[src/starfield_pkg.sv]
////////////////////////////////////////////////////////////////////////////
// starfield package
// frame geometry, star ROM sizes and the packed types shared by the
// two-layer star-field background generator
////////////////////////////////////////////////////////////////////////////
`default_nettype none

package starfield_pkg;

    // frame geometry in pixels and lines
    localparam int h_total       = 128;
    localparam int v_total       = 40;
    localparam int v_blank_start = 32;

    // star ROM shape
    localparam int rom_aw    = 13;
    localparam int rom_dw    = 32;
    localparam int rom_words = 1 << rom_aw;

    // color code that lets the layer below show through
    localparam logic [3:0] color_transparent = 4'hf;

    // read request from one layer toward the arbiter
    typedef struct packed {
        logic [rom_aw-1:0] addr;
        logic              req;
    } star_req_t;

    // 7-bit layer pixel, palette on top
    typedef struct packed {
        logic [2:0] pal;
        logic [3:0] color;
    } star_pixel_t;

    // merged pixel tagged with its screen position
    typedef struct packed {
        star_pixel_t pix;
        logic        layer;
        logic [8:0]  h;
        logic [8:0]  v;
        logic        vb;
    } video_out_t;

    // host load of one ROM word
    typedef struct packed {
        logic [rom_aw-1:0] addr;
        logic [rom_dw-1:0] data;
    } rom_wr_t;

endpackage

`default_nettype wire

[src/star_layer.sv]
////////////////////////////////////////////////////////////////////////////
// star layer
// one scrolling star field: forms the star ROM address, picks its byte
// lane from the returned word, runs the two blink counters and draws one
// pixel per pixel strobe
////////////////////////////////////////////////////////////////////////////
`timescale 1ns/1ps
`default_nettype none

module star_layer #(
    parameter int unsigned field = 0
) (
    input  logic                     clk,
    input  logic                     rst,
    input  logic                     pxl_cen,
    input  logic                     vb,
    input  logic                     flip,
    input  logic [8:0]               hdump,
    input  logic [8:0]               vdump,
    input  logic [8:0]               hpos,
    input  logic [8:0]               vpos,
    output starfield_pkg::star_req_t req,
    input  logic [31:0]              rom_data,
    input  logic                     rom_ok,
    output starfield_pkg::star_pixel_t pxl
);
    import starfield_pkg::*;

    logic [8:0] heff_now;
    logic [8:0] veff_now;
    logic [8:0] heff_r;
    logic [8:0] veff_r;
    logic [7:0] lane;
    logic [2:0] pal_q;
    logic [4:0] pos_q;
    logic [2:0] pal_cur;
    logic [4:0] pos_cur;
    logic [4:0] blank_code;
    logic [3:0] cnt15;
    logic [3:0] cnt16;

    // scrolled position of the pixel being fetched
    assign heff_now = hpos + hdump;
    assign veff_now = (vpos + vdump) ^ {9{flip}};

    // position of the pixel in flight, one strobe behind the counters
    always_ff @(posedge clk or posedge rst) begin
        if (rst) begin
            heff_r <= '0;
            veff_r <= '0;
        end else if (pxl_cen) begin
            heff_r <= heff_now;
            veff_r <= veff_now;
        end
    end

    // slot 0 sits in the strobe clock, slot 1 in the clock after it
    // so the second slot reads the held position of the same pixel
    assign req.addr = pxl_cen ? {heff_now[8:5], veff_now} : {heff_r[8:5], veff_r};
    // a layer fetches on every pixel
    assign req.req  = 1'b1;

    // this layer's byte of the star word
    assign lane = rom_data[field*8 +: 8];

    // star word latch, no star until the first fetch
    always_ff @(posedge clk or posedge rst) begin
        if (rst) begin
            pal_q <= '0;
            pos_q <= 5'h0f;
        end else if (rom_ok) begin
            pal_q <= lane[7:5];
            pos_q <= lane[4:0] ^ {5{flip}};
        end
    end

    // slot 1 data arrives with the strobe itself, take it straight
    assign pal_cur = rom_ok ? lane[7:5] : pal_q;
    assign pos_cur = rom_ok ? lane[4:0] ^ {5{flip}} : pos_q;

    assign blank_code = 5'h0f ^ {5{flip}};

    // blink counters, stepped once per 32 pixels, cleared in blank
    always_ff @(posedge clk or posedge rst) begin
        if (rst) begin
            cnt15 <= '0;
            cnt16 <= '0;
        end else if (pxl_cen) begin
            if (vb) begin
                cnt15 <= '0;
                cnt16 <= '0;
            end else if (&hdump[4:0]) begin
                // mod 15 never reaches the transparent code
                cnt15 <= (cnt15 == 4'd14) ? 4'd0 : cnt15 + 4'd1;
                cnt16 <= cnt16 + 4'd1;
            end
        end
    end

    // star rule
    always_ff @(posedge clk or posedge rst) begin
        if (rst) begin
            pxl.pal   <= '0;
            pxl.color <= color_transparent;
        end else if (pxl_cen) begin
            pxl.pal <= pal_cur;
            if (pos_cur == heff_r[4:0] && pos_cur != blank_code) begin
                pxl.color <= pal_cur[2] ? cnt15 : cnt16;
            end else begin
                pxl.color <= color_transparent;
            end
        end
    end

endmodule

`default_nettype wire

[config.mk]
export PLATFORM = sky130hd
export DESIGN_NAME = star_layer
export DESIGN_NICKNAME = d
export VERILOG_FILES = /design/src/starfield_pkg.sv /design/src/star_layer.sv
export SDC_FILE = /design/constraint.sdc
export NUM_CORES = 1
export LEC_CHECK = 0
export BUFFER_PORTS_ARGS = -buffer_cell sky130_fd_sc_hd__buf_4
export CAP_MARGIN = 20
export CORE_MARGIN = 1
export CORE_UTILIZATION = 40
export CTS_CLUSTER_DIAMETER = 50
export CTS_CLUSTER_SIZE = 16
export DETAILED_ROUTE_END_ITERATION = 16
export PLACE_DENSITY_LB_ADDON = 0.3
export REMOVE_ABC_BUFFERS = 1
export SETUP_SLACK_MARGIN = 0.4
export SYNTH_ARGS = -nofsm -noshare
export SYNTH_HDL_FRONTEND = slang
export SYNTH_SLANG_ARGS = --single-unit
[constraint.sdc]
create_clock -name clk -period 2.84 [get_ports clk]
set_input_delay 0.426 -clock clk [delete_from_list [all_inputs] [get_ports clk]]
set_output_delay 0.426 -clock clk [all_outputs]
set_load 0.005 [all_outputs]
Word level (Yosys, flattened, before mapping)
Index checks and enable logic that the tools add are counted.
{"block": "totals", "regBits": 41, "word_cells": 32}
{"block": "classes", "add_sub_neg": 4, "eq_ne": 3, "n_mux": 10, "n_bitwise": 3, "n_reduce_logical": 4}
{"operator": "$mux 4", "n": 7}
{"operator": "$add 9x9->9", "n": 2}
{"operator": "$mux 13", "n": 1}
{"operator": "$xor 9x9->9", "n": 1}
{"operator": "$add 4x1->4 const B", "n": 2}
{"operator": "$eq 5x5->1", "n": 1}
{"operator": "$mux 5", "n": 1}
{"operator": "$ne 5x5->1", "n": 1}
{"operator": "$reduce_and 5->1", "n": 1}
{"operator": "$xor 5x5->5", "n": 1}
{"operator": "$eq 4x4->1 const B", "n": 1}
{"operator": "$not 4->4", "n": 1}
{"operator": "$mux 3", "n": 1}
{"operator": "$reduce_and 2->1", "n": 1}
{"operator": "$reduce_bool 2->1", "n": 1}
{"operator": "$logic_and 1x1->1", "n": 1}

Logic depth before layout (Yosys ltp)
{"block": "logic_depth", "ltp_word": 5, "depth_mapped": 8}

Worst setup path before layout
Ideal clock, no wire load.
{"block": "synth_path", "path_kind": "input to output", "startpoint": "input port hdump[0]", "endpoint": "output port req[11] in the netlist's numbering", "arrival_ns": 2.104, "required_time_ns": 2.414, "slack_ns": 0.310, "path_stages": 7, "cell_sequence": "ha_1 > fa_1 > a21o_1 > a22o_1 > o21a_1 > or3_1 > a31o_1"}
{"element": "start: declaration", "line_no": "star_layer.sv:18", "text": "input logic [8:0] hdump,"}
{"element": "end: declaration", "line_no": "star_layer.sv:22", "text": "output starfield_pkg::star_req_t req,"}

==> summary.txt <==
Final layout
  – Multi-input gate area: approximately 1700 µm²
  – FF+latch area: slightly above 1000 µm²
  – ANT cells: 0
  – Layout Nets: ~450
  – Area Growth Syn to Fin: 35.68%
  – Fillers: 570
  – Finished Layout Cells: approximately 430
  – Fraction of layout cells with a size suffix above 1: 0.3557

Synth
  – Sequential-to-total area share from yosys stat: 0.3887
  – Post-synth ARST share: 1.000
  – Post-synth top cells: 33 x dfrtp_1, 30 x nor2_1, 26 x xnor2_1
  – Syn Inst Count: approximately 280
  – Share of the synthesized area in the top cell type: 0.3099
  – Leading area contributor after synthesis: dfrtp_1
  – Dominant synthesized flop cell: dfrtp_1
  – Syn avg cell area: roughly 9.6 µm²
  – Most common cell in the synthesized netlist: dfrtp_1
  – Count of state elements after synthesis: between 40 and 50
  – Syn Std Cell Area: about 2700 µm²
  – Synth warnings: 0
  – Area contributors post-synth: dfrtp_1 31%, ha_1 8.9%, xnor2_1 8.5%
  – Number of flops mapped to enable cells by yosys: 0
  – Cell variety after synth: ~50

STA
  – Hold Slack: 0.06182 ns
  – F_max: approximately 370 MHz
  – Fin crit share: 0.9482
  – Slew Limit Fails: 0
  – Finish-stage setup viols: 0
  – Final min period: 2.693 ns
  – Relative slew slack: 0.4988
  – Fin. Hold Viols: 0
  – Slew @ Worst Pin: between 0.7 and 0.8 ns
  – Clock skew: roughly 0.008 ns
  – RSZ-0062 raised after global routing: true

Floorplan
  – Core Rows: 29
  – Die Area: 6993 µm²
  – Core area: about 6400 µm²
  – Starting Density: 0.4173
  – IO Pins: 95
  – DIE HEIGHT: about 84 µm
  – DIE WIDTH: between 80 and 90 µm

Worst setup path
  – Worst path required time: between 2 and 2.5 ns
  – Slowest cell on crit path: fa_2
  – Worst-path fanout max: 2
  – Crit end category: output pin
  – Startpoint types: primary input
  – CP top delay family: compound AO/OA/AOI/OAI gates
  – Crit path DAT: approximately 2.3 ns
  – Buf+Inv Stages, Crit Path: 2
  – WS Path Type: primary input to output pin
  – Max stage delay on crit path: ~0.36 ns
  – CP Cell Sequence: buf_8 > ha_4 > fa_2 > a21o_1 > a22o_1 > o21a_1 > or3_1 > a31o_1 > buf_4

Routing
  – Metal3 WL: 263 µm
  – DRT Pass-1 Iters: 4
  – DRC Markers: 0
  – Ratio of routed vias to standard cells: about 5.3
  – Routed via count: 2310
  – DR top layer: met4
  – Avg WL per Cell: 14.15 µm
  – DRT met1 WL: about 2800 µm
  – DRT iter0 DRCs: 85
  – Routed wire length: approximately 6100 µm
  – Met2 WL post-DR: between 3000 and 4000 µm
  – Final ANT Viol Nets: 0

GRT
  – GRT overflow: 0
  – GRT Total Usage: 0.1854
  – Largest net degree at the start of global routing: 24
  – First-pass GRT wire length: 10410 µm
  – Initial antenna violation count: 0
  – Vias in the first global route: 2262

Power and ir drop
  – IR drop worst, VDD: 0.2375 mV
  – Total Power: 1.798 mW
  – LEAKAGE: 1.634 nW
  – Cell Pwr Density: slightly below 500 nW/µm²

CTS
  – Clock Pin Slew Worst Setup and Hold Paths: approximately 0.080 ns
  – Clock Sinks: 41
  – CTS tree: yes
  – Clock root buffer: clkbuf_8
  – Buffer levels on the longest clock path: 2
  – Clock Latency Late Sink: between 0.2 and 0.3 ns
  – CTS H-tree depth: 2
  – Num CTS Buffers: 5
  – Hold Buf Count CTS: 0

Min path
  – Hold crit path type: primary input to async pin

Placed design
  – Post-DP HPWL: roughly 4600 µm
  – Placer congestion estimate: 0.8063
  – Placed cells: approximately 420
  – I/O Buffers: slightly below 70

Run
  – MaxCap Viol Count: 0

Outcome
  – Status: complete, no violations
-- cell usage in the layout, fill, tap and decap left out, types with 6 or more instances in the layout --
cell type   n
buf_4      73
nor2_1     30
inv_1      10
nand4_1     6
mux2_2      6
o21ai_0    12
xor2_1      6
dfrtp_1    33
dfstp_2     8
a21oi_1    22
ha_4        6
nand2_1    16
buf_6       6
ha_1       13
xnor2_1    26
-- metrics by stage --
stage                     utilization  cell area (µm²)  setup TNS [ns]  setup WS [ns]
after floorplan                     -             2611               0         0.3095
after global placement         0.5098             3256        -0.03126       -0.03126
after detailed placement       0.5141             3283        -0.03990       -0.03990
after CTS                      0.5515             3522               0        0.09513
after global routing           0.5662             3616               0        0.07204
final                          0.5662             3616               0         0.1470
-- per-layer routing --
layer / global-route usage / vias to the layer above
li1: - / 1136
met1: 0.2396 / 1110
met2: 0.3134 / 56
met3: 0.03660 / 8
met4: 0.05547 / 0
met5: 0 / -
-- flip-flops by register name (all words and copies together), names as in the netlist --
| register | cells |
|---|---|
| cnt16 | 4 |
| pxl | 7 |
| pal_q | 3 |
| cnt15 | 4 |
| veff_r | 9 |
| pos_q | 5 |
| heff_r | 9 |
-- path summary, 6_finish.rpt --
kind | from | cells past startpoint | endpoint | slack, ns
worst min register to register | pxl[1]$_DFFE_PP1P_ | 2 | pxl[1]$_DFFE_PP1P_ | 0.50
max in group asynchronous | rst | 4 | heff_r[0]$_DFFE_PP0P_ | 2.12
worst min-delay path | rst | 2 | pxl[6]$_DFFE_PP0P_ | 0.06
min in group clk | vb | 2 | cnt15[2]$_DFFE_PP0P_ | 0.34
worst max register to register | heff_r[0]$_DFFE_PP0P_ | 5 | pxl[3]$_DFFE_PP1P_ | 1.13
worst max-delay path | hdump[0] | 9 | req[11] | 0.15
-- worst register-to-register path: stages (launching register included) --
cell      delay [ns]
dfrtp_1         0.45
xor2_1          0.20
nor4_1          0.26
o2bb2a_2        0.26
a221oi_4        0.36
a21oi_1         0.12
-- cell type report --
type,count,share of cell area
clock buffer,6,0.02007
clock inverter,2,0.009689
inverter,13,0.01349
multi-input combinational,214,0.4616
sequential,41,0.2865
tap,77,0.02664
timing repair buffer,81,0.1820
-- report_power, final --
group	total (mW)	switching (mW)	internal (mW)
clock	0.465	0.204	0.261
sequential	0.746	0.0655	0.680
combinational	0.587	0.262	0.326
-- kinds of logic (layout without fill, tap and decap cells) --
group                    after synthesis  in the layout  share of synthesized area
AND/OR/NAND/NOR                       80             80                     0.1432
flip-flops                            41             41                     0.3887
other                                  1              1                   0.001407
buffers and inverters                 23            102                    0.03849
adder cells (fa/ha/maj)               21             21                     0.1042
AO/OA/AOI/OAI                         69             69                     0.1742
XOR/XNOR                              32             32                     0.1052
multiplexers                          11             11                    0.04460
-- timing repair --
action	in CTS	in global routing
pin swaps	16	15
endpoints found under the hold margin	0	0
buffers inserted	5	2
gates resized for setup	20	12
setup endpoints to repair	6	7
Note: power is estimated with default switching activity, not from simulation.
