<file path="config.mk">
export PLATFORM = sky130hd
export DESIGN_NAME = star_mixer
export DESIGN_NICKNAME = d
export VERILOG_FILES = /design/src/starfield_pkg.sv /design/src/star_mixer.sv
export SDC_FILE = /design/constraint.sdc
export NUM_CORES = 1
export LEC_CHECK = 0
export BUFFER_PORTS_ARGS = -buffer_cell sky130_fd_sc_hd__buf_2
export CORE_MARGIN = 2
export CORE_UTILIZATION = 40
export DETAILED_ROUTE_END_ITERATION = 6
export MAX_ROUTING_LAYER = met4
export PLACE_DENSITY = 0.7
export SLEW_MARGIN = 30
export SYNTH_ARGS = -nofsm -noshare
export SYNTH_HDL_FRONTEND = slang
export SYNTH_SLANG_ARGS = --single-unit
</file>
<file path="constraint.sdc">
create_clock -name clk -period 1.9 [get_ports clk]
set_input_delay 0.285 -clock clk [delete_from_list [all_inputs] [get_ports clk]]
set_output_delay 0.285 -clock clk [all_outputs]
set_load 0.05 [all_outputs]
</file>
<file path="src/starfield_pkg.sv">
////////////////////////////////////////////////////////////////////////////
// starfield package
// frame geometry, star ROM sizes and the packed types shared by the
// two-layer star-field background generator
////////////////////////////////////////////////////////////////////////////
`default_nettype none

package starfield_pkg;

    // frame geometry in pixels and lines
    localparam int h_total       = 128;
    localparam int v_total       = 40;
    localparam int v_blank_start = 32;

    // star ROM shape
    localparam int rom_aw    = 13;
    localparam int rom_dw    = 32;
    localparam int rom_words = 1 << rom_aw;

    // color code that lets the layer below show through
    localparam logic [3:0] color_transparent = 4'hf;

    // read request from one layer toward the arbiter
    typedef struct packed {
        logic [rom_aw-1:0] addr;
        logic              req;
    } star_req_t;

    // 7-bit layer pixel, palette on top
    typedef struct packed {
        logic [2:0] pal;
        logic [3:0] color;
    } star_pixel_t;

    // merged pixel tagged with its screen position
    typedef struct packed {
        star_pixel_t pix;
        logic        layer;
        logic [8:0]  h;
        logic [8:0]  v;
        logic        vb;
    } video_out_t;

    // host load of one ROM word
    typedef struct packed {
        logic [rom_aw-1:0] addr;
        logic [rom_dw-1:0] data;
    } rom_wr_t;

endpackage

`default_nettype wire

</file>
<file path="src/star_mixer.sv">
////////////////////////////////////////////////////////////////////////////
// star mixer
// merges the two layer pixels with layer 0 on top and tags the result
// with the screen position it belongs to
////////////////////////////////////////////////////////////////////////////
`timescale 1ns/1ps
`default_nettype none

module star_mixer (
    input  logic                       clk,
    input  logic                       rst,
    input  logic                       pxl_cen,
    input  starfield_pkg::star_pixel_t pxl0,
    input  starfield_pkg::star_pixel_t pxl1,
    input  logic [8:0]                 hdump,
    input  logic [8:0]                 vdump,
    input  logic                       vb,
    output starfield_pkg::video_out_t  out,
    output logic                       out_valid
);
    import starfield_pkg::*;

    logic [8:0] h_d1;
    logic [8:0] h_d2;
    logic [8:0] v_d1;
    logic [8:0] v_d2;
    logic       vb_d1;
    logic       vb_d2;
    logic       fill_d1;
    logic       fill_d2;
    logic       top_hit;

    // position pipe, two strobes to meet the layer pixels
    // fill bits mark stages that hold a real pixel
    always_ff @(posedge clk or posedge rst) begin
        if (rst) begin
            h_d1    <= '0;
            h_d2    <= '0;
            v_d1    <= '0;
            v_d2    <= '0;
            vb_d1   <= 1'b0;
            vb_d2   <= 1'b0;
            fill_d1 <= 1'b0;
            fill_d2 <= 1'b0;
        end else if (pxl_cen) begin
            h_d1    <= hdump;
            h_d2    <= h_d1;
            v_d1    <= vdump;
            v_d2    <= v_d1;
            vb_d1   <= vb;
            vb_d2   <= vb_d1;
            fill_d1 <= 1'b1;
            fill_d2 <= fill_d1;
        end
    end

    // layer 0 is opaque unless transparent
    assign top_hit = pxl0.color != color_transparent;

    always_ff @(posedge clk or posedge rst) begin
        if (rst) begin
            out.pix   <= '{pal: 3'd0, color: color_transparent};
            out.layer <= 1'b0;
            out.h     <= '0;
            out.v     <= '0;
            out.vb    <= 1'b0;
            out_valid <= 1'b0;
        end else begin
            // one clock strobe per pixel
            out_valid <= pxl_cen & fill_d2;
            if (pxl_cen) begin
                out.pix   <= top_hit ? pxl0 : pxl1;
                out.layer <= ~top_hit;
                out.h     <= h_d2;
                out.v     <= v_d2;
                out.vb    <= vb_d2;
            end
        end
    end

endmodule

`default_nettype wire

</file>
== After elaboration in Yosys (flattened, before gate mapping) ==
Index checks and enable logic that the tools add are counted.

* Equal/unequal tests: 1
* Divide/modulo/power cells: 0
* Shift operators: 0
* Add/subtract/negate cells: 0
* Muxes and demuxes: 1
* Bitwise logic cells: 2
* $lt $le $gt $ge: 0
* Multiply operators: 0
* Reduce and logical (&&, ||, !) cells: 0

{| class="wikitable"
|+ Operators with widths
! cell !! number
|-
| $mux 7 || 1
|-
| $ne 4x4->1 const B || 1
|-
| $and 1x1->1 || 1
|-
| $not 1->1 || 1
|}

* Register bits after elaboration: 68
* Output and inout port bits: 28
* Memories kept: 0
* Bits in latches: 0
* Logic and storage cells: 19
* Input port bits: 36
* Bits in read-only memories: 0
* Memory bits (writable): 0

== Longest topological paths before layout ==
Gate-level depths: netlist of the first run.

* Word-level depth: 2
* Mapped depth: 4
* Mapped depth without buffers: 3

== Worst setup path before layout of the first run ==
Ideal clock, no wire load.

* Path kind: reg2reg
* Start: register, netlist name out[0]
* End: register out[0] (netlist name)
* Library setup time: 0.125 ns
* Stages on the path, launching flop included: 2
* Required time: 1.775 ns
* Path slack: 0.906 ns
* Clock period less this slack: 0.994 ns
* Path buffers: 0
* Data arrival time: 0.869 ns
* Cells stage by stage: dfrtp_1 mux2_4

{| class="wikitable"
|+ RTL lines
! item !! line !! source
|-
| end, declared || star_mixer.sv:18 || <nowiki>output starfield_pkg::video_out_t out,</nowiki>
|}

== Worst setup path after layout of the first run ==
* Start: register out[20] (netlist name)
* End: output port out[20] (netlist name)

No word-level cell between the ends.

==> reports/metrics.yaml, run 1 <==
rsz0062_at_grt: "no"
diodes: 0
synthTopCellsByArea: "dfrtp_1, mux2_4, mux2_2"
vias: 1495
postCtsSetupBuffers: 0
ys_async_sr_fraction: 1.000
final_hold_viol_count: 0
hold_class: "input pin to async pin"
io_pins: 64
synth_cells: 165
synth_seq_cells: 68
hpwl_mm: 2.926
drt-pass1-iter-count: 4
drcViolationCount: 0
yosysTopAreaCellShare: 0.5850
path_cells: "buf_2"
cts_tree: "built"
netlist_area_um2: 2738
grt_pass1_wl_mm: 7.396
cp-endpoint: "out[20]"
crit_family: "flip-flops"
outcome: "finished clean"
clock.fmax_ghz: 0.7053
leakage_nw: 1.633
drt-total-wl_mm: 4.429
min_period_over_period: 0.7463
crit_cells: 1
critPathMaxFanout: 2
start_util: 0.4074
hold_buffers: 0
cellPowerDensity_nw_per_um2: 1148
cp.arrival_ns: 1.13
yosys_warnings: 0
areaGrowthSynthToFinish_pct: 22.90
placed_area_um2: 3143
drv_cap: 0
crit_required_ns: 1.62
synthAdderAreaFrac: 0
cp-start-kind: "flip-flop"
clkLatencyLatePin_ns: 0.34
setup_tns_ns: 0
gp_congestion: 0.6680
fin_skew_ns: 0.005776
die_w_um: 86.73
r2r_end: "out[20]"
cp_slowest_cell: "dfstp_2"
cts_made_buffers: 9
antenna_found_initial: 0
port-buffer-count: 63
max_stage_delay_ns: 0.53
synth_compound_area_frac: 0.01280
worstSetupEndpointType: "output pin"
ys_seq_area_frac: 0.6234
core_um2: 6719
drt_iter0_drc: 59
relSlewSlack: 0.6094
globalRouteOverflowTotal: 0
drtAntennaViolNets: 0
power_mw: 3.862
synth_area_per_cell_um2: 16.59
design_area_um2: 3364
final.min_clock_period_ns: 1.418
criticalPathCategory: "flip-flop to output pin"
clock_path_buffers: 2
yosys-top-cells-count: "dfrtp_1, mux2_4, mux2_2"
utilization: 0.5007
clkTransAtPathRegs_ns: 0.07
startpoint: "out[20]"
syn-num-nets: 201
finalSetupViolCount: 0
row_count: 30
grt_pass1_vias: 1517
clockRootBuffer: "clkbuf_8"
synth_xor_xnor_area_share: 0
drive_above_1_share: 0.6125
dieArea_um2: 7522
synth_top_family_by_area: "multiplexers"
nets: 271
slew_viol_final: 0
cts_resized: 0
yosysMostFrequentCell: "dfrtp_1"
vias_per_cell: 4.672
cts.sinks: 68
ir_drop_mv: 0.6043
ys.flop_type: "dfrtp_1"
fp.dieH_um: 86.73
r2r-start: "out[20]"
tightest_slew_ns: 0.5859
critPathBufInv: 1
synthDistinctLibCells: 16
place_inst: 304
muxShareOfSynthArea: 0.2984
instances_no_fill: 320
reg2reg_slack_ns: 1.08
htreeDepth: 3
rr_worst_depth: 2
grt_max_degree: 45
wire_per_inst_um: 13.84
groute.usage.overall: 0.1357
synthSimpleGateAreaFrac: 0.03108
synth.largest_area_cell: "dfrtp_1"
synth_edf_count: 0
state kept, by name (all words and copies together) (netlist names):
register,count
out,27
out_valid,1
fill_d1,1
fill_d2,1
vb_d1,1
h_d2,9
h_d1,9
v_d1,9
vb_d2,1
v_d2,9
logic make-up after synthesis:
group           after synthesis
flops                        68
mux                          62
simple gates                 14
buf+inv                      14
compound gates                7
layer usage:
| layer | track usage | wire (um) | up-vias |
|---|---|---|---|
| met2 | 0.1790 | 1918 | 48 |
| met5 | - | 0 | - |
| met4 | 0.04688 | 52 | 0 |
| met3 | 0.06476 | 279 | 8 |
| met1 | 0.1824 | 2179 | 725 |
| li1 | - | - | 714 |
metrics by stage:
| stage | setup WS (ns) | hold slack (ns) |
|---|---|---|
| 6_report | 0.4821 | 0.01497 |
| 3_3_place_gp | 0.4037 | 0.3883 |
| 5_1_grt | 0.4320 | 0.02694 |
| 3_5_place_dp | 0.3858 | 0.3952 |
| 4_1_cts | 0.4610 | 0.01113 |
| 2_1_floorplan | 0.8763 | 0.4147 |
final cells by class:
cell class	count	area (um^2)
timing repair buffer	67	372.9
sequential	68	1707
fill	581	3354
inverter	6	26.28
tap	80	100.1
clock buffer	13	178.9
multi-input combinational	83	937.1
clock inverter	3	42.54
report_power, final:
group	internal [mW]	leakage [nW]	switching (mW)	total [mW]
Combinational	0.318	0.734	0.517	0.836
Clock	0.747	0.112	0.527	1.27
Sequential	1.65	0.787	0.101	1.75
Total	2.72	1.63	1.15	3.86
cells in the final DEF (no fill, tap or decap):
cell type	n
dfrtp_1	64
buf_2	62
mux2_4	33
mux2_2	25
clkbuf_8	13
inv_1	5
nand4b_1	4
nand3_1	4
o21ai_0	4
mux2i_1	4
dfstp_2	4
nor2_1	3
a21oi_1	3
buf_4	3
clkinvlp_4	2
buf_12	2
nand4_1	1
and2_1	1
or2_2	1
bufinv_16	1
clkinv_2	1
how the worst min path moves through the flow:
stage	endpoint	slack, ns	depth (start not counted)
final	out[16]	0.01	3
after global routing	h_d1[8]	0.03	3
after CTS	out[0]	0.01	3
after detailed placement	fill_d1	0.40	3
after global placement	h_d2[6]	0.39	3
after floorplan	out[20]	0.41	2
No activity file was read; power rests on OpenSTA's default activity.
==> inputs of run 2 (changes only) <==
- ABC_AREA: default -> 1
- clock period: 1.9 -> 1.3 ns (I/O delays scaled with it)
==> run 2 against run 1 <==
Compared with the run above:
- cell count grew 36%
- combinational power grew 4.9%
- setup slack lost 0.43 ns
- routed wire length grew 5.9%
- via count grew 31%
- global-route usage grew 1.4 points
- sequential share of layout area grew 1.9 points
- die area shrank 2.7%
- first-iteration DRC count grew 56%
- power grew 24%
- critical path type unchanged
- largest power group unchanged
==> reports/metrics.yaml, run 2 <==
clkTransAtPathRegs_ns: 0.07  # about the same
drcViolationCount: 0  # unchanged
grt_pass1_wl_mm: 8.376  # +13%
grt_pass1_vias: 1969  # +30%
cts_tree: "built"
cp_slowest_cell: "dfstp_2"
cp-start-kind: "flip-flop"
power_mw: 4.794  # +24%
final_hold_viol_count: 0  # unchanged
final.min_clock_period_ns: 1.253
yosys-top-cells-count: "nand2_1, dfrtp_1, o21ai_0"
groute.usage.overall: 0.1499  # +0.01419
outcome: "finished clean"
vias: 1952  # +31%
max_stage_delay_ns: 0.54  # about the same
finalSetupViolCount: 0  # unchanged
ys.flop_type: "dfrtp_1"
hold_class: "input pin to flip-flop"
relSlewSlack: 0.8087  # +0.1993
whs_ns: 0.06023  # +0.04526 ns
crit_required_ns: 1.11  # -0.51 ns
preCtsSetupSlack_ns: 0.3416  # -0.04420 ns
drtAntennaViolNets: 0  # unchanged
htreeDepth: 3  # unchanged
row_count: 29  # -3.3%
ys_async_sr_fraction: 1.000  # unchanged
cts_made_buffers: 9  # unchanged
drive_above_1_share: 0.2458  # -0.3667
drt-pass1-iter-count: 6  # +2
areaGrowthSynthToFinish_pct: 21.86
min_period_over_period: 0.9637
cts.sinks: 68  # unchanged
diodes: 0  # unchanged
fp.dieH_um: 85.57  # -1.3%
start_util: 0.4167  # +0.009283
vias_per_cell: 4.487  # -3.9%
gp_congestion: 0.7072  # +5.9%
synth_seq_cells: 68  # unchanged
yosysTopAreaCellShare: 0.6018  # +0.01678
clkLatencyLatePin_ns: 0.33  # about the same
worst_slack_ns: 0.04714  # -0.4350 ns
clock_path_buffers: 2  # unchanged
synthDistinctLibCells: 14  # -2
regMostFlops: "out"
criticalPathCategory: "flip-flop to output pin"
syn-num-nets: 323  # +61%
crit_family: "flip-flops"
slew_viol_final: 0  # unchanged
n_fill_cell: 617  # +6.2%
ir_drop_mv: 0.5431  # -10%
ys_seq_area_frac: 0.6413  # +0.01788
critPathBufInv: 1  # unchanged
critPathMaxFanout: 2  # unchanged
postCtsSetupBuffers: 0  # unchanged
drt-total-wl_mm: 4.690  # +5.9%
utilization: 0.5078  # +0.007092
wire_per_inst_um: 10.78  # -22%
globalRouteOverflowTotal: 0  # unchanged
synth_edf_count: 0  # unchanged
setup_tns_ns: 0  # unchanged
dieArea_um2: 7321  # -2.7%
drv_cap: 0  # unchanged
synthTopCellsByArea: "dfrtp_1, nand2_1, o21ai_0"
nets: 389  # +44%
worstSetupEndpointType: "output pin"
core_um2: 6386  # -5.0%
synth.largest_area_cell: "dfrtp_1"
clockRootBuffer: "clkbuf_8"
die_w_um: 85.57  # -1.3%
path_cells: "buf_4"
tightest_slew_ns: 0.2863  # -0.2996 ns
antenna_found_initial: 0  # unchanged
clock.fmax_ghz: 0.7982
yosysMostFrequentCell: "nand2_1"
yosys_warnings: 0  # unchanged
io_pins: 64  # unchanged
final_common_cell: "nand2_1"
largest_reg_flops: 27  # unchanged
synth_cells: 287  # +74%
grt_max_degree: 68  # +51%
fin_skew_ns: 0.004999  # -0.0007763 ns
drt_iter0_drc: 92  # +56%
rsz0062_at_grt: "no"
hpwl_mm: 3.111  # +6.3%
leakage_nw: 1.754  # +7.5%
synth_area_per_cell_um2: 9.273  # -44%
cellPowerDensity_nw_per_um2: 1478  # +29%
final_cell_mix: "nand2_1, dfrtp_1, buf_2, o21ai_0, inv_1"
netlist_area_um2: 2661  # -2.8%
cp.arrival_ns: 1.06  # -0.07 ns
port-buffer-count: 63  # unchanged
run 2: cell types whose count changed after synthesis, moves of 3 or more:
cell	change
nand4b_1	-4
nand3b_1	+4
o21ai_0	+32
mux2_4	-33
a21oi_1	-3
mux2_2	-25
nand3_1	+3
mux2i_1	-4
nand2_1	+122
inv_1	+24
o21ai_1	+4
run 2: layout make-up:
cell class / count / area [um^2] / share of cell area
Inverter: 31 / 120.1 / 0.03704
Timing Repair Buffer: 69 / 422.9 / 0.1304
Multi-Input combinational cell: 174 / 726.9 / 0.2242
Tap cell: 77 / 96.34 / 0.02971
Sequential cell: 68 / 1707 / 0.5262
Clock inverter: 4 / 25.02 / 0.007716
Clock buffer: 12 / 145.1 / 0.04475
run 2: cell families after synthesis:
kind of cell / share of synthesized area
and+or+nand+nor: 0.1979
buffers and inverters: 0.08556
AOI/OAI and AO/OA: 0.07522
DFF: 0.6413
run 2: repair_timing:
action / in CTS / in global routing
gates resized for setup: 4 / 0
setup endpoints to repair: 4 / 0
hold endpoints to repair: 7 / 0
hold buffers: 1 / 0
run 2: stage by stage:
stage | instance area [um^2] | cells
after global placement | 3053 | 418
after floorplan | 2665 | 287
after detailed placement | 3053 | 418
after global routing | 3243 | 435
after CTS | 3243 | 435
final | 3243 | 435
run 2: per-layer routing:
layer | vias to the layer above | share of wire | global-route usage
li1 | 1006 | - | -
met1 | 900 | 0.46 | 0.1732
met2 | 37 | 0.48 | 0.2436
met3 | 9 | 0.038 | 0.03272
met4 | 0 | 0.023 | 0.08225
met5 | - | 0 | -
run 2: worst paths after layout:
check / start / endpoint / depth (start not counted) / slack [ns]
worst min-delay path: hdump[7] / h_d1[7] / 3 / 0.06
worst min register to register: fill_d1 / fill_d1 / 2 / 0.45
min in group asynchronous: rst / v_d1[4] / 3 / 0.37
worst max register to register: out[20] / out[20] / 2 / 0.58
max in group asynchronous: rst / out[20] / 4 / 0.44
worst max-delay path: out[20] / out[20] / 1 / 0.05
run 2: where the power goes:
| group | leakage, nW | internal [mW] | switching [mW] |
|---|---|---|---|
| Combinational | 0.840 | 0.240 | 0.637 |
| Sequential | 0.832 | 2.34 | 0.0969 |
| Clock | 0.0824 | 0.738 | 0.737 |
