`src/starfield_pkg.sv`:
```
////////////////////////////////////////////////////////////////////////////
// starfield package
// frame geometry, star ROM sizes and the packed types shared by the
// two-layer star-field background generator
////////////////////////////////////////////////////////////////////////////
`default_nettype none

package starfield_pkg;

    // frame geometry in pixels and lines
    localparam int h_total       = 128;
    localparam int v_total       = 40;
    localparam int v_blank_start = 32;

    // star ROM shape
    localparam int rom_aw    = 13;
    localparam int rom_dw    = 32;
    localparam int rom_words = 1 << rom_aw;

    // color code that lets the layer below show through
    localparam logic [3:0] color_transparent = 4'hf;

    // read request from one layer toward the arbiter
    typedef struct packed {
        logic [rom_aw-1:0] addr;
        logic              req;
    } star_req_t;

    // 7-bit layer pixel, palette on top
    typedef struct packed {
        logic [2:0] pal;
        logic [3:0] color;
    } star_pixel_t;

    // merged pixel tagged with its screen position
    typedef struct packed {
        star_pixel_t pix;
        logic        layer;
        logic [8:0]  h;
        logic [8:0]  v;
        logic        vb;
    } video_out_t;

    // host load of one ROM word
    typedef struct packed {
        logic [rom_aw-1:0] addr;
        logic [rom_dw-1:0] data;
    } rom_wr_t;

endpackage

`default_nettype wire

```
`src/video_timing.sv`:
```
////////////////////////////////////////////////////////////////////////////
// video timing generator
// divide-by-two pixel strobe, horizontal and vertical dump counters and
// vertical blank, all held at the frame origin while video is disabled
////////////////////////////////////////////////////////////////////////////
`timescale 1ns/1ps
`default_nettype none

module video_timing (
    input  logic       clk,
    input  logic       rst,
    input  logic       enable,
    output logic       pxl_cen,
    output logic [8:0] hdump,
    output logic [8:0] vdump,
    output logic       vb
);
    import starfield_pkg::*;

    logic h_last;
    logic v_last;

    // wrap points of the two counters
    assign h_last = hdump == 9'(h_total - 1);
    assign v_last = vdump == 9'(v_total - 1);

    // pixel strobe on every second clock
    // first strobe lands one clock after enable rises
    always_ff @(posedge clk or posedge rst) begin
        if (rst) begin
            pxl_cen <= 1'b0;
        end else if (!enable) begin
            pxl_cen <= 1'b0;
        end else begin
            pxl_cen <= ~pxl_cen;
        end
    end

    // raster counters
    // parked at 0,0 so a new enable starts a clean frame
    always_ff @(posedge clk or posedge rst) begin
        if (rst) begin
            hdump <= '0;
            vdump <= '0;
        end else if (!enable) begin
            hdump <= '0;
            vdump <= '0;
        end else if (pxl_cen) begin
            if (h_last) begin
                hdump <= '0;
                // line done, step the vertical count
                if (v_last) begin
                    vdump <= '0;
                end else begin
                    vdump <= vdump + 9'd1;
                end
            end else begin
                hdump <= hdump + 9'd1;
            end
        end
    end

    // bottom lines of the frame are blank
    assign vb = vdump >= 9'(v_blank_start);

endmodule

`default_nettype wire

```
`config.mk`:
```
export PLATFORM = sky130hd
export DESIGN_NAME = video_timing
export DESIGN_NICKNAME = d
export VERILOG_FILES = /design/src/starfield_pkg.sv /design/src/video_timing.sv
export SDC_FILE = /design/constraint.sdc
export NUM_CORES = 1
export LEC_CHECK = 0
export BUFFER_PORTS_ARGS = -buffer_cell sky130_fd_sc_hd__clkbuf_2
export CORE_ASPECT_RATIO = 0.9
export CORE_UTILIZATION = 52
export DETAILED_ROUTE_END_ITERATION = 6
export PLACE_DENSITY = 0.77
export SYNTH_ARGS = -nofsm -noshare
export SYNTH_HDL_FRONTEND = slang
export SYNTH_SLANG_ARGS = --single-unit
```
`constraint.sdc`:
```
create_clock -name clk -period 2.3 [get_ports clk]
set_input_delay 0.23 -clock clk [delete_from_list [all_inputs] [get_ports clk]]
set_output_delay 0.23 -clock clk [all_outputs]
set_load 0.01 [all_outputs]
```
# == Word level (Yosys, flattened, before mapping) ==
# Cells that the tools add are included.
# word_totals
output_inout_bits,20
wordCells,20
romBits,0
latchBits,0
n_memories,0
ramBits,0
register_bits,19
inputBits,3
# op_classes
reduce_logical,1
shift,0
bitwise,1
eq_ne,4
order_cmp,1
n_div,0
n_mux,8
mul,0
add_sub_neg,2
# ops
op,n
$mux W9,7
$add A9 B1 Y9 const B,2
$eq A9 B6 Y1 const B,1
$eq A9 B7 Y1 const B,1
$ge A9 B6 Y1 const B,1
$ne A2 B1 Y1 const B,2
$reduce_and A2 Y1,1
$mux W1,1
$not A1 Y1,1

# == Logic depth before layout (Yosys ltp) ==
# Gate-level depths: netlist of the first run.
# logic_depth
ltp_word,5
depth_mapped,6
ltp_nobuf,5

# == Worst setup path before layout of the first run ==
# Ideal clock, no wire load.
# synth_timing
path_kind,flip-flop to flip-flop
startpoint,register hdump[0]
endpoint,register vdump[6]
path_stages_with_launch,6
setup_slack_ps,504
arrival_ps,1714
required_time_ps,2217
period_less_slack_ps,1796
n_path_buf,0
setup_ps,83
cell_sequence,dfrtp_1 > ha_1 > nand3_1 > or4_4 > or4_1 > o21ai_0
# synth_between
elab_chain_cells,3
# synth_lines
item,line_no,source
start: declaration,video_timing.sv:14,"output logic [8:0] hdump,"
start signal: assignment,video_timing.sv:58,hdump <= hdump + 9'd1;
$eq A9 B7 Y1,video_timing.sv:24,assign h_last = hdump == 9'(h_total - 1);
$ne A2 B1 Y1 (no source line),n/a,
$reduce_and A2 Y1 (no source line),n/a,
end signal: assignment,video_timing.sv:55,vdump <= vdump + 9'd1;
end: declaration,video_timing.sv:15,"output logic [8:0] vdump,"
# Every way passes these cells.
# A chain may end at the register's enable or synchronous reset.

# == Worst setup path in the final report of the first run ==
# Same ends and word-level chain as after synthesis.

==> impl_metrics.ini, run 1 <==
[sta]
hold_viol = 9
max_clock_freq_mhz = 515
fin_skew_ps = 7.26
relSlewSlack = 0.548
finalSetupViolCount = 0
period_needed_ps = 1940
min_period_over_period = 0.844
whs_ps = -6.45
rsz0062_at_grt = false
finalMaxSlewViolations = 0
fin_setup_tns_ps = 0
max_slew.worst_pin.slew_ps = 677

[drt]
wirelength_um = 1980
drtAntennaViolNets = 0
route.met2.wl_um = 840
post_drt_wl_per_cell_um = 12.7
drt_iter0_drc = 26
drc = 0
highest_layer = met4
avgViaCountPerCell = 5.67
dr.pass1.iters = 4
wirelength_met1_um = 970
dr_wl_met3_um = 121
num_vias = 884

[cells_and_area]
fin_util = 0.667
insertedDiodeCount = 0
fin_cells = 156
layout.cells.most_common = clkbuf_2
syn_to_final_growth_pct = 15.0
drive_gt1_frac = 0.205
final_cell_mix = clkbuf_2, dfrtp_1, nand2_1
fin_nets = 139
fillers = 150

[cts]
cts_inserted_buffers = 3
clock_tree.buffer_depth = 2
ctsHoldBuffers = 0
clk_pin_slew_worst_paths_ps = 100
worstSkewPairLatency_ps = 300
ctsResizeCount = 0
post_cts_buffers = 0
cts_root_buf = clkbuf_4
clock_sink_count = 19
cts.htree.levels = 1
cts_tree = built

[global_route]
grt_pass1_vias = 777
grt_overflow = 0
grt_pass1_wl_um = 3420
grt.total_usage = 0.222
grt_max_degree = 20
antenna_found_initial = 0

[die]
fp.dieArea_um2 = 2110
start_util = 0.580
core_um2 = 1730
die_w_um = 48.4
pin_count = 23
row_count = 14
die_h_um = 43.7

[placement]
port-buffer-count = 22
place_inst = 152
gp_congestion = 0.840
dp_hpwl_um = 1490

[setup_path]
cp.arrival_ps = 2170
reg2reg_slack_ps = 360
crit_buf_inv = 0
start_kind = register
critPathRequiredTime_ps = 2530
rr_endpoint = vdump[6]
max_stage_delay_ps = 540
crit_chain = ha_1, nand3_1, or4_4, or4_1, o21ai_0
cp_max_fo = 13
crit_type = reg2reg
r2r_cells = 5
slowest_stage = or4_4
cp-end-kind = register
cp_top_family = simple AND/OR/NAND/NOR gates
rr_startpoint = hdump[0]

[logic_synthesis]
syn_avg_cell_area_um2 = 9.15
ys.flop_type = dfrtp_1
ys_seq_area_frac = 0.473
synth_edf_count = 0
syn_area_um2 = 1010
ys_types = 31
syn-num-nets = 116
netlist_instances = 110
ys_ff_latch = 19
ys.warnings.count = 0
synth-async-reset-ratio = 1.00

[pwr]
peakVddDrop_mv = 0.351
p_leak_nw = 0.524
power.density_nw_per_um2 = 466

[hold_path]
hold_path_class = in2async

[run_status]
violations = hold timing
status = complete, but fails checks

[flow_run]
maxCapViolCount = 0
-- power breakdown --
| group | internal (mW) | switching [mW] | leakage, nW |
|---|---|---|---|
| combinational | 0.0103 | 0.0227 | 0.246 |
| sequential | 0.338 | 0.00585 | 0.263 |
| clock | 0.0677 | 0.0944 | 0.0150 |
-- final cells by class --
cell class / instances / area (um2) / share of cell area
flip-flops and latches: 19 / 475 / 0.411
inverters: 5 / 18.8 / 0.0162
clock buffers: 4 / 26.3 / 0.0227
well taps: 24 / 30.0 / 0.0259
repair buffers: 22 / 110 / 0.0951
multi-input cells: 82 / 497 / 0.429
-- cell families (layout without fill, tap and decap cells) --
group	count (synthesis)	in the layout	share of synthesized area
AND/OR/NAND/NOR	53	53	0.279
flip-flops	19	19	0.473
AO/OA/AOI/OAI	18	18	0.107
buffers and inverters	9	31	0.0336
XOR/XNOR	7	7	0.0609
adder cells (fa/ha/maj)	3	3	0.0373
multiplexers	1	1	0.00995
-- per-layer routing --
metal	up-vias	track usage
li1	438	-
met1	412	0.311
met2	27	0.318
met3	7	0.0596
met4	0	0.118
met5	-	0
-- Yosys cell counts (all sizes together) (3+ instances only) --
master	instances	area share
dfrtp	19	0.47
nand2	12	0.045
nor2	10	0.037
a21oi	8	0.040
nand3	8	0.040
xnor2	6	0.052
inv	5	0.019
clkbuf	4	0.015
o21ai	4	0.020
ha	3	0.037
nand2b	3	0.019
nand4	3	0.025
nor3	3	0.015
or3	3	0.019
-- state kept, by name, summed over array words and instances, names as in the netlist --
| register | count |
|---|---|
| hdump | 9 |
| vdump | 9 |
| pxl_cen | 1 |
-- worst reg2reg max path, stage by stage (launching register included) --
cell and delay (ps):
dfrtp_1 410, ha_1 200, nand3_1 160, or4_4 540, or4_1 480, o21ai_0 80
-- worst max-delay path by stage --
stage,start,end,slack [ps],depth (start not counted)
after floorplan,hdump[0],vdump[6],500,5
after global placement,hdump[0],vdump[6],430,5
after detailed placement,hdump[1],vdump[6],370,5
after CTS,hdump[1],vdump[6],360,5
after global routing,hdump[1],vdump[6],200,5
final,hdump[0],vdump[6],360,5
-- stage by stage --
stage               instance area [um2]  total power [mW]  worst slack, ps
floorplan                          1010             0.373              504
global placement                   1130             0.383              433
detailed placement                 1130             0.384              373
CTS                                1160             0.546              357
global route                       1160             0.567              205
finish                             1160             0.539              358
(Power assumes the default switching activity.)
==> run 2: changes to the inputs <==
clock period = 2 ns   (was 2.3 ns; I/O delays follow)
==> run 2 against run 1 <==
The run still ends with hold timing left. Sequential share of layout area fell by 0.70 points. Sequential power is 15% higher. Power rose by 19%. Final area is 1.7% higher.
==> impl_metrics.ini, run 2 (synthesis results as in run 1) <==
[cts]
clock_sink_count = 19
clock_tree.buffer_depth = 2
cts_root_buf = clkbuf_4
worstSkewPairLatency_ps = 300
cts_inserted_buffers = 3
cts_tree = built
clk_pin_slew_worst_paths_ps = 110
ctsHoldBuffers = 0
cts.htree.levels = 1

[die]
core_um2 = 1730
fp.dieArea_um2 = 2110
start_util = 0.580
die_h_um = 43.7
row_count = 14
die_w_um = 48.4
pin_count = 23

[cells_and_area]
drive_gt1_frac = 0.224
layout.cells.most_common = clkbuf_2
fillers = 132
fin_nets = 141
reg.largest.list = hdump x9, vdump x9, pxl_cen x1
syn_to_final_growth_pct = 17.0
insertedDiodeCount = 0
fin_util = 0.679
final_cell_mix = clkbuf_2, dfrtp_1, nand2_1

[setup_path]
cp.arrival_ps = 2110
crit_type = reg2reg
crit_buf_inv = 0
cp_max_fo = 6
max_stage_delay_ps = 470
cp_top_family = simple AND/OR/NAND/NOR gates
start_kind = register
critPathRequiredTime_ps = 2240
slowest_stage = or4_4
cp-end-kind = register
crit_chain = ha_1, nand3_2, or4_4, or4_1, o21ai_0

[pwr]
comb_power_share = 0.066
seqPwrFrac = 0.619
power.density_nw_per_um2 = 544
intPower_uw = 481
pwr-share-clk = 0.314
peakVddDrop_mv = 0.471
p_sw_frac = 0.249
p_sw_uw = 160
p_leak_nw = 0.533

[sta]
worst_slack_ps = 123
hold_viol = 19
max_slew.worst_pin.slew_ps = 725
fin_skew_ps = 5.81
relSlewSlack = 0.516
whs_ps = -22.1
finalSetupViolCount = 0
finalMaxSlewViolations = 0
rsz0062_at_grt = false
period_needed_ps = 1880
max_clock_freq_mhz = 533
min_period_over_period = 0.939
fin_setup_tns_ps = 0

[drt]
drc = 0
drt_iter0_drc = 27
post_drt_wl_per_cell_um = 13.6
dr.pass1.iters = 4
num_vias = 887
drtAntennaViolNets = 0
wirelength_um = 2160
avgViaCountPerCell = 5.61

[global_route]
grt_pass1_wl_um = 3590
antenna_found_initial = 0
grt_pass1_vias = 783
grt.total_usage = 0.224
grt_max_degree = 20
grt_overflow = 0

[placement]
gp_congestion = 0.810
port-buffer-count = 22
dp_hpwl_um = 1560
dp_slack_ps = 109

[hold_path]
hold_path_class = in2async

[run_status]
status = complete, but fails checks
violations = hold timing

[flow_run]
maxCapViolCount = 0
## run 2: cell count changes in the layout (fill, tap and decap cells not counted), sizes merged
| cell | previous run | this run |
|---|---|---|
| buf | 0 | 2 |
## run 2: layer usage
layer,vias up,routed length [um],track usage
met3,4,93,0.0211
met1,418,1120,0.344
met4,0,19,0.0941
met5,-,0,0
li1,437,-,-
met2,28,923,0.327
## run 2: worst register-to-register path, cell delays in order, from the launching register on
cell and delay, ps:
dfrtp_1 430, ha_1 230, nand3_2 130, or4_4 470, or4_1 470, o21ai_0 80
## run 2: power groups by stage
stage | Clock (mW) | Sequential [mW] | Combinational [mW]
2_1_floorplan | 0 | 0.405 | 0.0241
3_3_place_gp | 0 | 0.403 | 0.0383
3_5_place_dp | 0 | 0.404 | 0.0393
4_1_cts | 0.201 | 0.396 | 0.0397
5_1_grt | 0.211 | 0.397 | 0.0478
6_report | 0.201 | 0.397 | 0.0426
## run 2: worst paths after layout
| path | depth (start not counted) | slack [ps] | to | start |
|---|---|---|---|---|
| worst min register to register | 1 | 590 | vdump[3] | vdump[3] |
| min in group clk | 3 | 280 | vdump[6] | enable |
| worst min-delay path | 2 | -20 | vdump[4] | rst |
| worst max-delay path | 5 | 120 | vdump[6] | hdump[1] |
| max in group asynchronous | 2 | 1560 | hdump[3] | rst |
| worst max register to register | 5 | 120 | vdump[6] | hdump[1] |
## run 2: what timing repair did
action                     CTS  global route
setup buffers                0             1
setup endpoints to repair    0             1
gates resized for setup      0             1
## run 2: layout make-up
class | count | area [um2] | area share
Timing Repair Buffer | 24 | 125 | 0.106
Tap cell | 24 | 30.0 | 0.0255
Clock buffer | 4 | 26.3 | 0.0223
Inverter | 5 | 18.8 | 0.0159
Multi-Input combinational cell | 82 | 502 | 0.426
Sequential cell | 19 | 475 | 0.404
## run 2: metrics by stage
step / instances / total power [mW] / area, um2
2_1_floorplan: 110 / 0.429 / 1010
3_3_place_gp: 153 / 0.441 / 1140
3_5_place_dp: 153 / 0.443 / 1140
4_1_cts: 157 / 0.637 / 1160
5_1_grt: 158 / 0.656 / 1180
6_report: 158 / 0.641 / 1180
==> run 3: changes to the inputs <==
GPL_TIMING_DRIVEN = 0   (was unset)
==> run 3 against run 2 <==
The run still ends with hold timing left. Final area rose by 0.11%. Final cell count rose by 1.3%. Global-route usage fell by 1.3 points. Flip-flop and latch count did not move. Maximum frequency rose by 1.9%. Via count fell by 0.56%. Sequential share of layout area barely moved. Count of clock-buffer cells in the layout did not move. Hold slack got worse by 7.8 ps. First-iteration DRC count fell by 15%. Sequential power barely moved. Critical path type unchanged.
==> impl_metrics.ini, run 3 (synthesis results as in run 1) <==
[drt]
avgViaCountPerCell = 5.51
post_drt_wl_per_cell_um = 13.4
route.met2.wl_um = 932
highest_layer = met3
dr.pass1.iters = 4
drc = 0
dr_wl_met3_um = 125
drtAntennaViolNets = 0
wirelength_um = 2150
drt_iter0_drc = 23
wirelength_met1_um = 1090
num_vias = 882

[global_route]
grt.total_usage = 0.211
grt_overflow = 0
grt_pass1_vias = 774
grt_pass1_wl_um = 3510
antenna_found_initial = 0
grt_max_degree = 20

[cts]
worstSkewPairLatency_ps = 300
post_cts_buffers = 0
ctsResizeCount = 0
clock_sink_count = 19
cts_root_buf = clkbuf_4
clock_tree.buffer_depth = 2
cts.htree.levels = 1
ctsHoldBuffers = 0
clk_pin_slew_worst_paths_ps = 120
cts_tree = built
cts_inserted_buffers = 3

[pwr]
p_leak_nw = 0.531
seqPwrFrac = 0.620
comb_power_share = 0.064
peakVddDrop_mv = 0.444
intPower_uw = 480
pwr-share-clk = 0.316
power.density_nw_per_um2 = 542
p_sw_uw = 159
p_sw_frac = 0.249

[cells_and_area]
reg.largest.list = hdump x9, vdump x9, pxl_cen x1
layout.cells.most_common = clkbuf_2
fillers = 140
insertedDiodeCount = 0
syn_to_final_growth_pct = 17.2
final_area_um2 = 1180
fin_cells = 160
drive_gt1_frac = 0.213
fin_nets = 143
final_cell_mix = clkbuf_2, dfrtp_1, nand2_1

[sta]
period_needed_ps = 1840
rsz0062_at_grt = false
relSlewSlack = 0.527
fin_skew_ps = 15.2
hold_viol = 19
finalSetupViolCount = 0
max_clock_freq_mhz = 543
max_slew.worst_pin.slew_ps = 709
whs_ps = -29.9
min_period_over_period = 0.921
fin_setup_tns_ps = 0
finalMaxSlewViolations = 0

[setup_path]
cp_top_family = simple AND/OR/NAND/NOR gates
crit_type = reg2reg
cp-end-kind = register
cp_max_fo = 10
slowest_stage = or4_4
crit_chain = ha_1, nand3_2, or4_4, clkbuf_2, o211ai_1, o41ai_1
max_stage_delay_ps = 460
start_kind = register
crit_buf_inv = 1
cp.arrival_ps = 2030
critPathRequiredTime_ps = 2180

[die]
row_count = 14
die_w_um = 48.4
start_util = 0.580
pin_count = 23
core_um2 = 1730
fp.dieArea_um2 = 2110
die_h_um = 43.7

[placement]
gp_congestion = 0.830
dp_hpwl_um = 1550
placed_area_um2 = 1150
port-buffer-count = 22
place_inst = 156

[run_status]
status = complete, but fails checks
violations = hold timing

[flow_run]
maxCapViolCount = 0

[hold_path]
hold_path_class = in2async
==> run 3: final cells by class <==
class                      instances  area (um2)  area share
sequential                        19         475       0.403
inverter                           5        18.8      0.0159
buffer                             4        16.3      0.0138
timing repair buffer              22         110      0.0934
tap                               24        30.0      0.0255
clock buffer                       4        26.3      0.0223
multi-input combinational         82         502       0.426
==> run 3: through the flow <==
stage / hold slack (ps) / total power, mW / setup WS, ps / utilization
3_5_place_dp: 331 / 0.444 / 66.5 / 0.661
4_1_cts: 15.6 / 0.631 / 55.6 / 0.676
3_3_place_gp: 329 / 0.443 / 103 / 0.661
5_1_grt: 64.5 / 0.662 / 16.6 / 0.680
2_1_floorplan: 151 / 0.429 / 204 / -
6_report: -29.9 / 0.639 / 158 / 0.680
==> run 3: layer usage <==
layer | GRT usage | vias up
met1 | 0.325 | 408
li1 | - | 443
met3 | 0.0211 | 0
met2 | 0.330 | 31
met5 | 0 | -
met4 | 0.0353 | 0
==> run 3: power groups by stage <==
stage,Clock [mW],Sequential [mW],Combinational [mW]
6_report,0.202,0.396,0.0406
5_1_grt,0.218,0.397,0.0470
4_1_cts,0.195,0.396,0.0411
3_5_place_dp,0,0.403,0.0407
3_3_place_gp,0,0.403,0.0399
2_1_floorplan,0,0.405,0.0241
==> run 3: final timing paths <==
path / start / end / slack [ps] / cells after the start
max: hdump[0] / vdump[3] / 160 / 6
min: rst / vdump[4] / -30 / 2
max reg2reg: hdump[0] / vdump[3] / 160 / 6
min reg2reg: vdump[8] / vdump[8] / 590 / 2
max in group asynchronous: rst / hdump[4] / 1570 / 2
min in group clk: enable / pxl_cen / 340 / 3
